### src/rtl/mdu_pkg.sv
// Shared widths, enums and packed structs of the multiply/divide unit, imported by every MDU module
package mdu_pkg;

// --------------------
// Widths and constants
// --------------------

localparam int MDU_XLEN = 32;  // Data word width

// One-hot start of the step counter, 31 more steps after the first
localparam logic [MDU_XLEN-1:0] MDU_CNT_INIT = 32'b1 << (MDU_XLEN - 2);

typedef logic [MDU_XLEN-1:0] mdu_word_t;

// --------------------
// Enums
// --------------------

// Operation in funct3 order, bit 2 marks the divide class
typedef enum logic [2:0] {
    MDU_MUL    = 3'd0,
    MDU_MULH   = 3'd1,
    MDU_MULHSU = 3'd2,
    MDU_MULHU  = 3'd3,
    MDU_DIV    = 3'd4,
    MDU_DIVU   = 3'd5,
    MDU_REM    = 3'd6,
    MDU_REMU   = 3'd7
} mdu_op_e;

typedef enum logic [1:0] {
    MDU_IDLE,  // Waiting, shortcut results
    MDU_ITER,  // One step per cycle
    MDU_CORR   // Divide result fixup
} mdu_state_e;

// --------------------
// Structs
// --------------------

typedef struct packed {
    mdu_op_e   op;
    mdu_word_t op1;   // Multiplicand or dividend
    mdu_word_t op2;   // Multiplier or divisor
} mdu_req_s;

// Datapath status toward the FSM
typedef struct packed {
    logic ops_non_zero;  // Both operands non-zero
    logic corr_req;      // Divide wants the CORR cycle
} mdu_status_s;

endpackage

### src/rtl/mdu_ctrl_fsm.sv
// MDU control FSM, sequences IDLE, ITER and CORR and forms ready and the step enables
`timescale 1ns/1ps

module mdu_ctrl_fsm import mdu_pkg::*; (
    input  logic        clk,
    input  logic        rst_n,
    input  logic        cmd_vd_i,     // Command valid level
    input  mdu_op_e     op_i,
    input  mdu_status_s status_i,
    input  logic        cnt_last_i,
    output mdu_state_e  state_o,
    output logic        step_en_o,    // Datapath registers advance
    output logic        cnt_load_o,
    output logic        cnt_shift_o,
    output logic        res_rdy_o
);

mdu_state_e state_ff;
mdu_state_e state_next;
logic       iter_req;   // Start the iterative path
logic       corr_need;  // Divide class only
logic       rdy;        // Ready before the valid gate

assign iter_req  = cmd_vd_i & (state_ff == MDU_IDLE) & status_i.ops_non_zero;
assign corr_need = op_i[2] & status_i.corr_req;

always_ff @(posedge clk, negedge rst_n) begin
    if (~rst_n) begin
        state_ff <= MDU_IDLE;
    end else begin
        state_ff <= state_next;
    end
end

always_comb begin
    state_next = MDU_IDLE;  // Dropped valid aborts to IDLE
    if (cmd_vd_i) begin
        case (state_ff)
            MDU_IDLE: state_next = iter_req ? MDU_ITER : MDU_IDLE;
            MDU_ITER: state_next = ~cnt_last_i ? MDU_ITER
                                 : corr_need   ? MDU_CORR
                                               : MDU_IDLE;
            default:  state_next = MDU_IDLE;  // CORR lasts one cycle
        endcase
    end
end

always_comb begin
    case (state_ff)
        MDU_IDLE: rdy = ~iter_req;                // Zero operand shortcut
        MDU_ITER: rdy = cnt_last_i & ~corr_need;
        MDU_CORR: rdy = 1'b1;
        default:  rdy = 1'b0;
    endcase
end

assign res_rdy_o   = cmd_vd_i & rdy;
assign step_en_o   = cmd_vd_i & ~res_rdy_o;
assign cnt_load_o  = iter_req;
assign cnt_shift_o = (state_ff == MDU_ITER);
assign state_o     = state_ff;

// --------------------
// Checks
// --------------------

fsm_xcheck : assert property (
    @(posedge clk) disable iff (~rst_n)
    !$isunknown({cmd_vd_i, state_ff})
) else $error("MDU FSM: unknown state or valid");

fsm_idle_jump : assert property (
    @(posedge clk) disable iff (~rst_n)
    (state_ff == MDU_IDLE) & ~iter_req |=> (state_ff == MDU_IDLE)
) else $error("MDU FSM: left IDLE without a request");

fsm_iter_hold : assert property (
    @(posedge clk) disable iff (~rst_n)
    (state_ff == MDU_ITER) & cmd_vd_i & ~cnt_last_i |=> (state_ff == MDU_ITER)
) else $error("MDU FSM: left ITER before the last step");

fsm_iter_to_corr : assert property (
    @(posedge clk) disable iff (~rst_n)
    (state_ff == MDU_ITER) & cmd_vd_i & cnt_last_i
        |=> ((state_ff == MDU_CORR) == $past(corr_need))
) else $error("MDU FSM: CORR entry does not match the correction request");

fsm_corr_to_idle : assert property (
    @(posedge clk) disable iff (~rst_n)
    (state_ff == MDU_CORR) |=> (state_ff == MDU_IDLE)
) else $error("MDU FSM: stayed out of IDLE after CORR");

endmodule

### src/rtl/mdu_datapath.sv
// MDU datapath, radix-2 multiply and non-restoring divide steps on one shared adder
`timescale 1ns/1ps

module mdu_datapath import mdu_pkg::*; (
    input  logic        clk,
    input  logic        rst_n,
    input  mdu_req_s    req_i,
    input  mdu_state_e  state_i,
    input  logic        step_en_i,  // Registers take the next step
    output mdu_status_s status_o,
    output mdu_word_t   res_o
);

// Decode
logic              is_div;
logic              st_idle;
logic              st_corr;
logic              mul_hi;        // High product wanted
logic              mul_op1_sgn;   // Multiplicand is signed
logic              mul_op2_sgn;   // Multiplier is signed
logic              mul_op1_neg;
logic              div_sgn;       // DIV or REM
logic              div_op1_neg;
logic              div_op2_neg;
logic              div_is_div;    // Signed quotient
logic              div_is_rem;
logic              ops_diff_sgn;
// Multiply step
logic              mul_bit;       // Current multiplier bit
logic              mul_prev;      // Previous multiplier bit
logic              mul_add;
logic              mul_neg;
mdu_word_t         mul_res_hi;
mdu_word_t         mul_res_lo;
// Divide step
logic              div_step_sgn;
logic              div_inv;
logic              div_rem_c;
mdu_word_t         div_rem;
logic              div_quo_bit;
mdu_word_t         div_quo;
// Shared adder, one bit wider than a word
logic              sum_sub;
logic [MDU_XLEN:0] sum_op1;
logic [MDU_XLEN:0] sum_op2;
logic [MDU_XLEN:0] sum_res;
// Intermediate registers
logic              c_ff;
logic              c_next;
mdu_word_t         hi_ff;
mdu_word_t         hi_next;
mdu_word_t         lo_ff;
mdu_word_t         lo_next;
mdu_word_t         dvdnd_lo_ff;
mdu_word_t         dvdnd_lo_next;

assign is_div       = req_i.op[2];
assign st_idle      = (state_i == MDU_IDLE);
assign st_corr      = (state_i == MDU_CORR);
assign mul_hi       = |req_i.op[1:0];
assign mul_op1_sgn  = ~&req_i.op[1:0];  // All but MULHU
assign mul_op2_sgn  = ~req_i.op[1];     // MUL and MULH
assign mul_op1_neg  = mul_op1_sgn & req_i.op1[MDU_XLEN-1];
assign div_sgn      = ~req_i.op[0];
assign div_op1_neg  = div_sgn & req_i.op1[MDU_XLEN-1];
assign div_op2_neg  = div_sgn & req_i.op2[MDU_XLEN-1];
assign div_is_div   = (req_i.op[1:0] == 2'b00);
assign div_is_rem   = req_i.op[1];
assign ops_diff_sgn = req_i.op1[MDU_XLEN-1] ^ req_i.op2[MDU_XLEN-1];

// --------------------
// Multiply step
// --------------------

// Signed multiplier uses the Booth digit b(k-1) - b(k), so the MSB weighs negative
assign mul_bit  = st_idle ? req_i.op2[0] : lo_ff[0];
assign mul_prev = st_idle ? 1'b0 : c_ff;
assign mul_neg  = mul_op2_sgn & mul_bit & ~mul_prev;           // Digit -1
assign mul_add  = mul_op2_sgn ? (mul_bit ^ mul_prev) : mul_bit;  // Digit non-zero

// Sum LSB drops into the low half as the multiplier shifts out
assign {mul_res_hi, mul_res_lo} = {sum_res,
                                   st_idle ? req_i.op2[MDU_XLEN-1:1] : lo_ff[MDU_XLEN-1:1]};

// --------------------
// Divide step
// --------------------

// Low dividend bits enter the partial remainder one per step
assign dvdnd_lo_next = (~is_div | st_corr) ? '0
                     : st_idle             ? req_i.op1 << 1
                                           : dvdnd_lo_ff << 1;

assign div_inv      = div_sgn & ops_diff_sgn;
assign div_step_sgn = st_corr ? (div_op1_neg ^ c_ff)
                    : st_idle ? 1'b0
                              : ~lo_ff[0];  // Previous quotient bit picks add or sub

assign div_rem_c   = sum_res[MDU_XLEN];
assign div_rem     = sum_res[MDU_XLEN-1:0];
// Zero remainder with zero dividend tail counts as equal for a negative dividend
assign div_quo_bit = ~(div_op1_neg ^ div_rem_c)
                   | (div_op1_neg & ({sum_res, dvdnd_lo_next} == '0));
assign div_quo     = st_idle ? {{(MDU_XLEN-1){1'b0}}, div_quo_bit}
                             : {lo_ff[MDU_XLEN-2:0], div_quo_bit};

// --------------------
// Shared adder
// --------------------

always_comb begin
    if (is_div) begin
        sum_sub = ~div_inv ^ div_step_sgn;
        sum_op1 = st_corr ? {1'b0, hi_ff}
                : st_idle ? {{MDU_XLEN{div_op1_neg}}, req_i.op1[MDU_XLEN-1]}
                          : {hi_ff, dvdnd_lo_ff[MDU_XLEN-1]};
        sum_op2 = {div_op2_neg, req_i.op2};
    end else begin
        sum_sub = mul_neg;
        sum_op1 = st_idle ? '0 : {mul_op1_sgn & hi_ff[MDU_XLEN-1], hi_ff};  // Accumulator
        sum_op2 = mul_add ? {mul_op1_neg, req_i.op1} : '0;                  // Partial product
    end
    sum_res = sum_sub ? (sum_op1 - sum_op2) : (sum_op1 + sum_op2);
end

// --------------------
// Registers and status
// --------------------

assign c_next  = is_div ? div_rem_c : mul_bit;  // Remainder sign or Booth history
assign hi_next = is_div ? div_rem   : mul_res_hi;
assign lo_next = is_div ? div_quo   : mul_res_lo;

always_ff @(posedge clk) begin
    if (step_en_i) begin
        c_ff        <= c_next;
        hi_ff       <= hi_next;
        lo_ff       <= lo_next;
        dvdnd_lo_ff <= dvdnd_lo_next;
    end
end

assign status_o.ops_non_zero = |req_i.op1 & |req_i.op2;
// Negate DIV quotient on mixed signs, fix REM when remainder sign is off
assign status_o.corr_req = (div_is_div & ops_diff_sgn)
                         | (div_is_rem & |div_rem & (div_op1_neg ^ div_rem_c));

always_comb begin
    case (state_i)
        MDU_ITER: res_o = is_div ? (div_is_rem ? div_rem : div_quo)
                                 : (mul_hi ? mul_res_hi : mul_res_lo);
        MDU_CORR: res_o = div_is_rem ? div_rem : -lo_ff;
        default:  res_o = ~is_div                        ? '0
                        : (|req_i.op2 | div_is_rem)      ? req_i.op1
                                                         : '1;  // Divide by zero
    endcase
end

// Registers only move on a step, across FSM and datapath
dp_hold_chk : assert property (
    @(posedge clk) disable iff (~rst_n)
    ~step_en_i |=> $stable({c_ff, hi_ff, lo_ff, dvdnd_lo_ff})
) else $error("MDU datapath: registers changed without a step");

endmodule

### src/rtl/mdu_iter_counter.sv
// One-hot step counter of the MDU, loaded at command start and shifted once per iteration
`timescale 1ns/1ps

module mdu_iter_counter import mdu_pkg::*; (
    input  logic clk,
    input  logic rst_n,
    input  logic cnt_load_i,   // Start of an iterative command
    input  logic cnt_shift_i,  // One step done
    output logic cnt_last_o    // Final step in progress
);

logic [MDU_XLEN-2:0] cnt_ff;  // Single hot bit walks toward bit 0

always_ff @(posedge clk, negedge rst_n) begin
    if (~rst_n) begin
        cnt_ff <= '0;
    end else if (cnt_load_i) begin
        cnt_ff <= MDU_CNT_INIT[MDU_XLEN-2:0];
    end else if (cnt_shift_i) begin
        cnt_ff <= cnt_ff >> 1;  // Empties after the last step
    end
end

assign cnt_last_o = cnt_ff[0];

// --------------------
// Checks
// --------------------

// Shifting and loading never create a second hot bit
cnt_onehot_chk : assert property (
    @(posedge clk) disable iff (~rst_n)
    $onehot0(cnt_ff)
) else $error("MDU counter: register not one-hot");

endmodule

### src/rtl/mdu_top.sv
// Top level of the iterative multiply/divide unit, connects FSM, step counter and datapath
`timescale 1ns/1ps

module mdu_top import mdu_pkg::*; (
    input  logic      clk,
    input  logic      rst_n,
    input  logic      cmd_vd_i,   // Held until ready
    input  mdu_req_s  req_i,
    output logic      res_rdy_o,  // Result valid pulse
    output mdu_word_t res_o
);

mdu_state_e  state;
mdu_status_s status;
logic        step_en;
logic        cnt_load;
logic        cnt_shift;
logic        cnt_last;

mdu_ctrl_fsm u_ctrl_fsm (
    .clk         (clk),
    .rst_n       (rst_n),
    .cmd_vd_i    (cmd_vd_i),
    .op_i        (req_i.op),
    .status_i    (status),
    .cnt_last_i  (cnt_last),
    .state_o     (state),
    .step_en_o   (step_en),
    .cnt_load_o  (cnt_load),
    .cnt_shift_o (cnt_shift),
    .res_rdy_o   (res_rdy_o)
);

mdu_iter_counter u_iter_counter (
    .clk         (clk),
    .rst_n       (rst_n),
    .cnt_load_i  (cnt_load),
    .cnt_shift_i (cnt_shift),
    .cnt_last_o  (cnt_last)
);

mdu_datapath u_datapath (
    .clk         (clk),
    .rst_n       (rst_n),
    .req_i       (req_i),
    .state_i     (state),
    .step_en_i   (step_en),
    .status_o    (status),
    .res_o       (res_o)
);

endmodule

### config.mk
export PLATFORM = sky130hd
export DESIGN_NAME = mdu_top
export DESIGN_NICKNAME = d
export VERILOG_FILES = /design/src/rtl/mdu_pkg.sv /design/src/rtl/mdu_ctrl_fsm.sv /design/src/rtl/mdu_datapath.sv /design/src/rtl/mdu_iter_counter.sv /design/src/rtl/mdu_top.sv
export SDC_FILE = /design/constraint.sdc
export NUM_CORES = 1
export LEC_CHECK = 0
export ABC_AREA = 1
export ABC_CLOCK_PERIOD_IN_PS = 21900
export BUFFER_PORTS_ARGS = -buffer_cell sky130_fd_sc_hd__buf_2
export CELL_PAD_IN_SITES_DETAIL_PLACEMENT = 0
export CELL_PAD_IN_SITES_GLOBAL_PLACEMENT = 1
export CORE_ASPECT_RATIO = 1.75
export CORE_MARGIN = 1
export CORE_UTILIZATION = 30
export CTS_CLUSTER_DIAMETER = 30
export DETAILED_ROUTE_END_ITERATION = 12
export PLACE_DENSITY_LB_ADDON = 0.1
export SYNTH_ARGS = -nofsm -noshare
export SYNTH_HDL_FRONTEND = slang
export SYNTH_SLANG_ARGS = --single-unit
### constraint.sdc
create_clock -name clk -period 21.9 [get_ports clk]
set_input_delay 3.285 -clock clk [delete_from_list [all_inputs] [get_ports clk]]
set_output_delay 3.285 -clock clk [all_outputs]
set_load 0.02 [all_outputs]
==> impl_metrics.ini <==
[clock_tree]
cts_resized = 0
cts_buffers = 17
cts_sinks = 129
htree_levels = 4
root_buffer = clkbuf_16
cts_tree = done
clk_pin_slew_ns = 0.07
clk_latency_ns = 0.46
ctsHoldBuffers = 0
clk_path_buf_depth = 2
cts_setup_buffers = 0

[sta]
fin_crit_ns = 13.55
final.setup_skew_ns = 0.0131
worst-slew-pin-transition_ns = 1.03
relSlewSlack_pct = 31.1
finalMaxSlewViolations = 0
final-hold-violation-count = 0
grt_setup_unrepaired = false
fmax_ghz = 0.0738
setup_viol = 0
final.period_utilization_pct = 61.9
setup_tns_ns = 0

[worst_setup_path]
cp.arrival_ns = 10.27
worst-r2r-setup-slack_ns = 13.05
cp_slowest_cell = buf_4
regToRegEndpoint = u_datapath.lo_ff[24]$_DFFE_PP_
endpoint_kind = output pin
crit_family = simple AND/OR/NAND/NOR gates
path_max_fanout = 94
cp_num_buf_inv = 5
regToRegStartpoint = u_ctrl_fsm.state_o[1]$_DFF_PN0_
crit_type = in -> out
critPathLaunchType = primary input
slowest_delay_ns = 0.76
critPathRequiredTime_ns = 18.62
cpMostUsedCell = nand2_1
reg2regPathDepth = 30

[logic_synthesis]
synth_top_cell_area_share_pct = 21.2
ys.flop_type = edfxtp_1
synth_top_cells_by_count = 579 x nand2_1, 253 x o21ai_0, 202 x inv_1, 201 x nand3_1, 196 x nor2_1
yosysMostFrequentCell = nand2_1
yosys_warnings = 0
syn_area_per_cell_um2 = 6.35
synth_area_um2 = 13600
synth.distinct_cells = 58
synth.area.top_cells = edfxtp_1 21%, nand2_1 16%, o21ai_0 9.3%
synth_fp_nets = 2258
synth_edf_count = 96
yosysSeqAreaShare_pct = 27.2
syn_inst = 2145
yosysTopAreaCell = edfxtp_1
async_flop_share_pct = 25.6
yosys_register_bits = 129

[global_route]
grt_max_degree = 95
gr-max-usage-layer = met2
grt_pass1_wl_mm = 97.9
gr-usage-met2_pct = 52.7
grt_pass1_vias = 15116
met3_usage_pct = 3.61
grt_util_met1_pct = 31.4
overflow = 0
antenna_found_initial = 0
grt_usage_pct = 29.1

[floorplan]
rows = 103
boundaryPins = 103
coreArea_um2 = 45000
die_h_um = 284
die-area_um2 = 46300
initial_utilization_pct = 30.3
die_w_um = 163

[routing]
via_count = 15163
ant_nets = 0
drc = 0
drt_pass1_iterations = 6
routed_via_density = 5.50
avgRoutedWirePerCell_um = 24.2
drtIter0Drc = 1301
routed_wl_mm = 66.7

[outcome]
status = finished, final reports clean

[job]
maxCapViolCount = 0

[power_and_ir_drop]
pwr_density_cell_nw_per_um2 = 79.2
total_leakage_power_nw = 7.05
ir_worst_vdd_mv = 0.0666

[placement]
portBuffers = 102
place.gp.congestion = 0.971
placed_cells = 2724
dpl.hpwl_mm = 51.5

[hold_path]
min_path_type = reg -> reg
hold_depth = 2
hp-start = u_iter_counter.cnt_ff[30]$_DFFE_PN0P_
holdPathEnd = u_iter_counter.cnt_ff[30]$_DFFE_PN0P_

[layout]
final_nets = 2279
area_delta_synth_final_pct = 11.0
drive_gt1_share_pct = 10.9
stdcell_count = 2756
fillCellCount = 5041
num_antenna_cells = 0
[layer usage]
| layer | up-vias | wire length, um |
|---|---|---|
| li1 | 7274 | - |
| met4 | 0 | 4400 |
| met1 | 7282 | 25100 |
| met2 | 452 | 34700 |
| met5 | - | 0 |
| met3 | 155 | 2470 |
[layout by cell type (no fill, tap or decap), drive strengths merged, types with 3 or more instances in the layout]
cell type  synthesis  final
o21ai            257    257
xor2              43     43
ha                42     42
a32o               4      4
o21bai             3      3
o211ai            19     19
nor4              14     14
o21a               4      4
clkinvlp           0      3
clkinv             4      8
nand4             24     24
edfxtp            96     96
a32oi              4      4
o221ai            32     32
and3               3      3
nor3              21     21
o31ai              7      7
dfrtp             33     33
nand3b             3      3
a21oi             91     91
o311ai            10     10
a31oi             19     19
nor2             205    205
nand2            606    606
mux2i              9      9
clkbuf            78     19
a21boi             5      5
o22ai              3      3
buf               45    125
inv              212    216
xnor2             12     12
nand3            212    212
or2               16     16
[tightest hold or removal path: stages (launching register included)]
cell and delay (ns):
dfrtp_1 0.35, nand2_1 0.05, nand2_1 0.05
[cell type report]
type | count | area (um^2) | area share [%]
clock buffers | 19 | 433 | 2.86
clock inverters | 13 | 151 | 1.00
inverters | 216 | 816 | 5.39
multi-input cells | 1677 | 8610 | 56.9
flip-flops and latches | 129 | 3710 | 24.5
well taps | 577 | 722 | 4.77
repair buffers | 125 | 689 | 4.56
[cells by family (layout without fill, tap and decap cells)]
group	Yosys count	count (layout)	share of synthesized area (%)
simple gates	1107	1107	35.2
fa+ha+maj	43	43	4.00
buf+inv	339	373	9.93
mux	9	9	0.661
flops	129	129	27.2
compound gates	463	463	19.5
xor+xnor	55	55	3.54
[sequential cells by signal, summed over array words and instances (netlist names)]
name / count
u_iter_counter.cnt_ff: 31
u_datapath.c_ff: 1
u_datapath.dvdnd_lo_ff: 31
u_ctrl_fsm.state_o: 2
u_datapath.lo_ff: 32
u_datapath.hi_ff: 32
[worst max path at each step]
stage,cells after the start,from,endpoint,slack (ns)
2_1_floorplan,32,req_i[66],res_rdy_o,11.48
3_3_place_gp,37,req_i[66],res_rdy_o,8.35
3_5_place_dp,37,req_i[66],res_rdy_o,8.42
4_1_cts,37,req_i[66],res_rdy_o,8.41
5_1_grt,37,req_i[66],res_rdy_o,7.82
6_report,37,req_i[66],res_rdy_o,8.35
[through the flow]
stage | utilization [%] | hold slack (ns) | setup slack (ns) | power (mW) | cell area (um^2)
detailed placement | 32.3 | 0.467 | 8.42 | 0.897 | 14500
finish | 33.6 | 0.487 | 8.35 | 1.20 | 15100
global route | 33.6 | 0.511 | 7.82 | 1.27 | 15100
global placement | 32.3 | 0.467 | 8.35 | 0.898 | 14500
CTS | 33.6 | 0.486 | 8.41 | 1.20 | 15100
floorplan | - | 0.451 | 11.48 | 0.667 | 13600
[power by group]
part	leakage (nW)	internal [mW]	switching [mW]
registers	1.38	0.298	0.0155
logic	5.40	0.149	0.433
clock network	0.277	0.170	0.132
total	7.05	0.617	0.581
(Power assumes the default switching activity.)
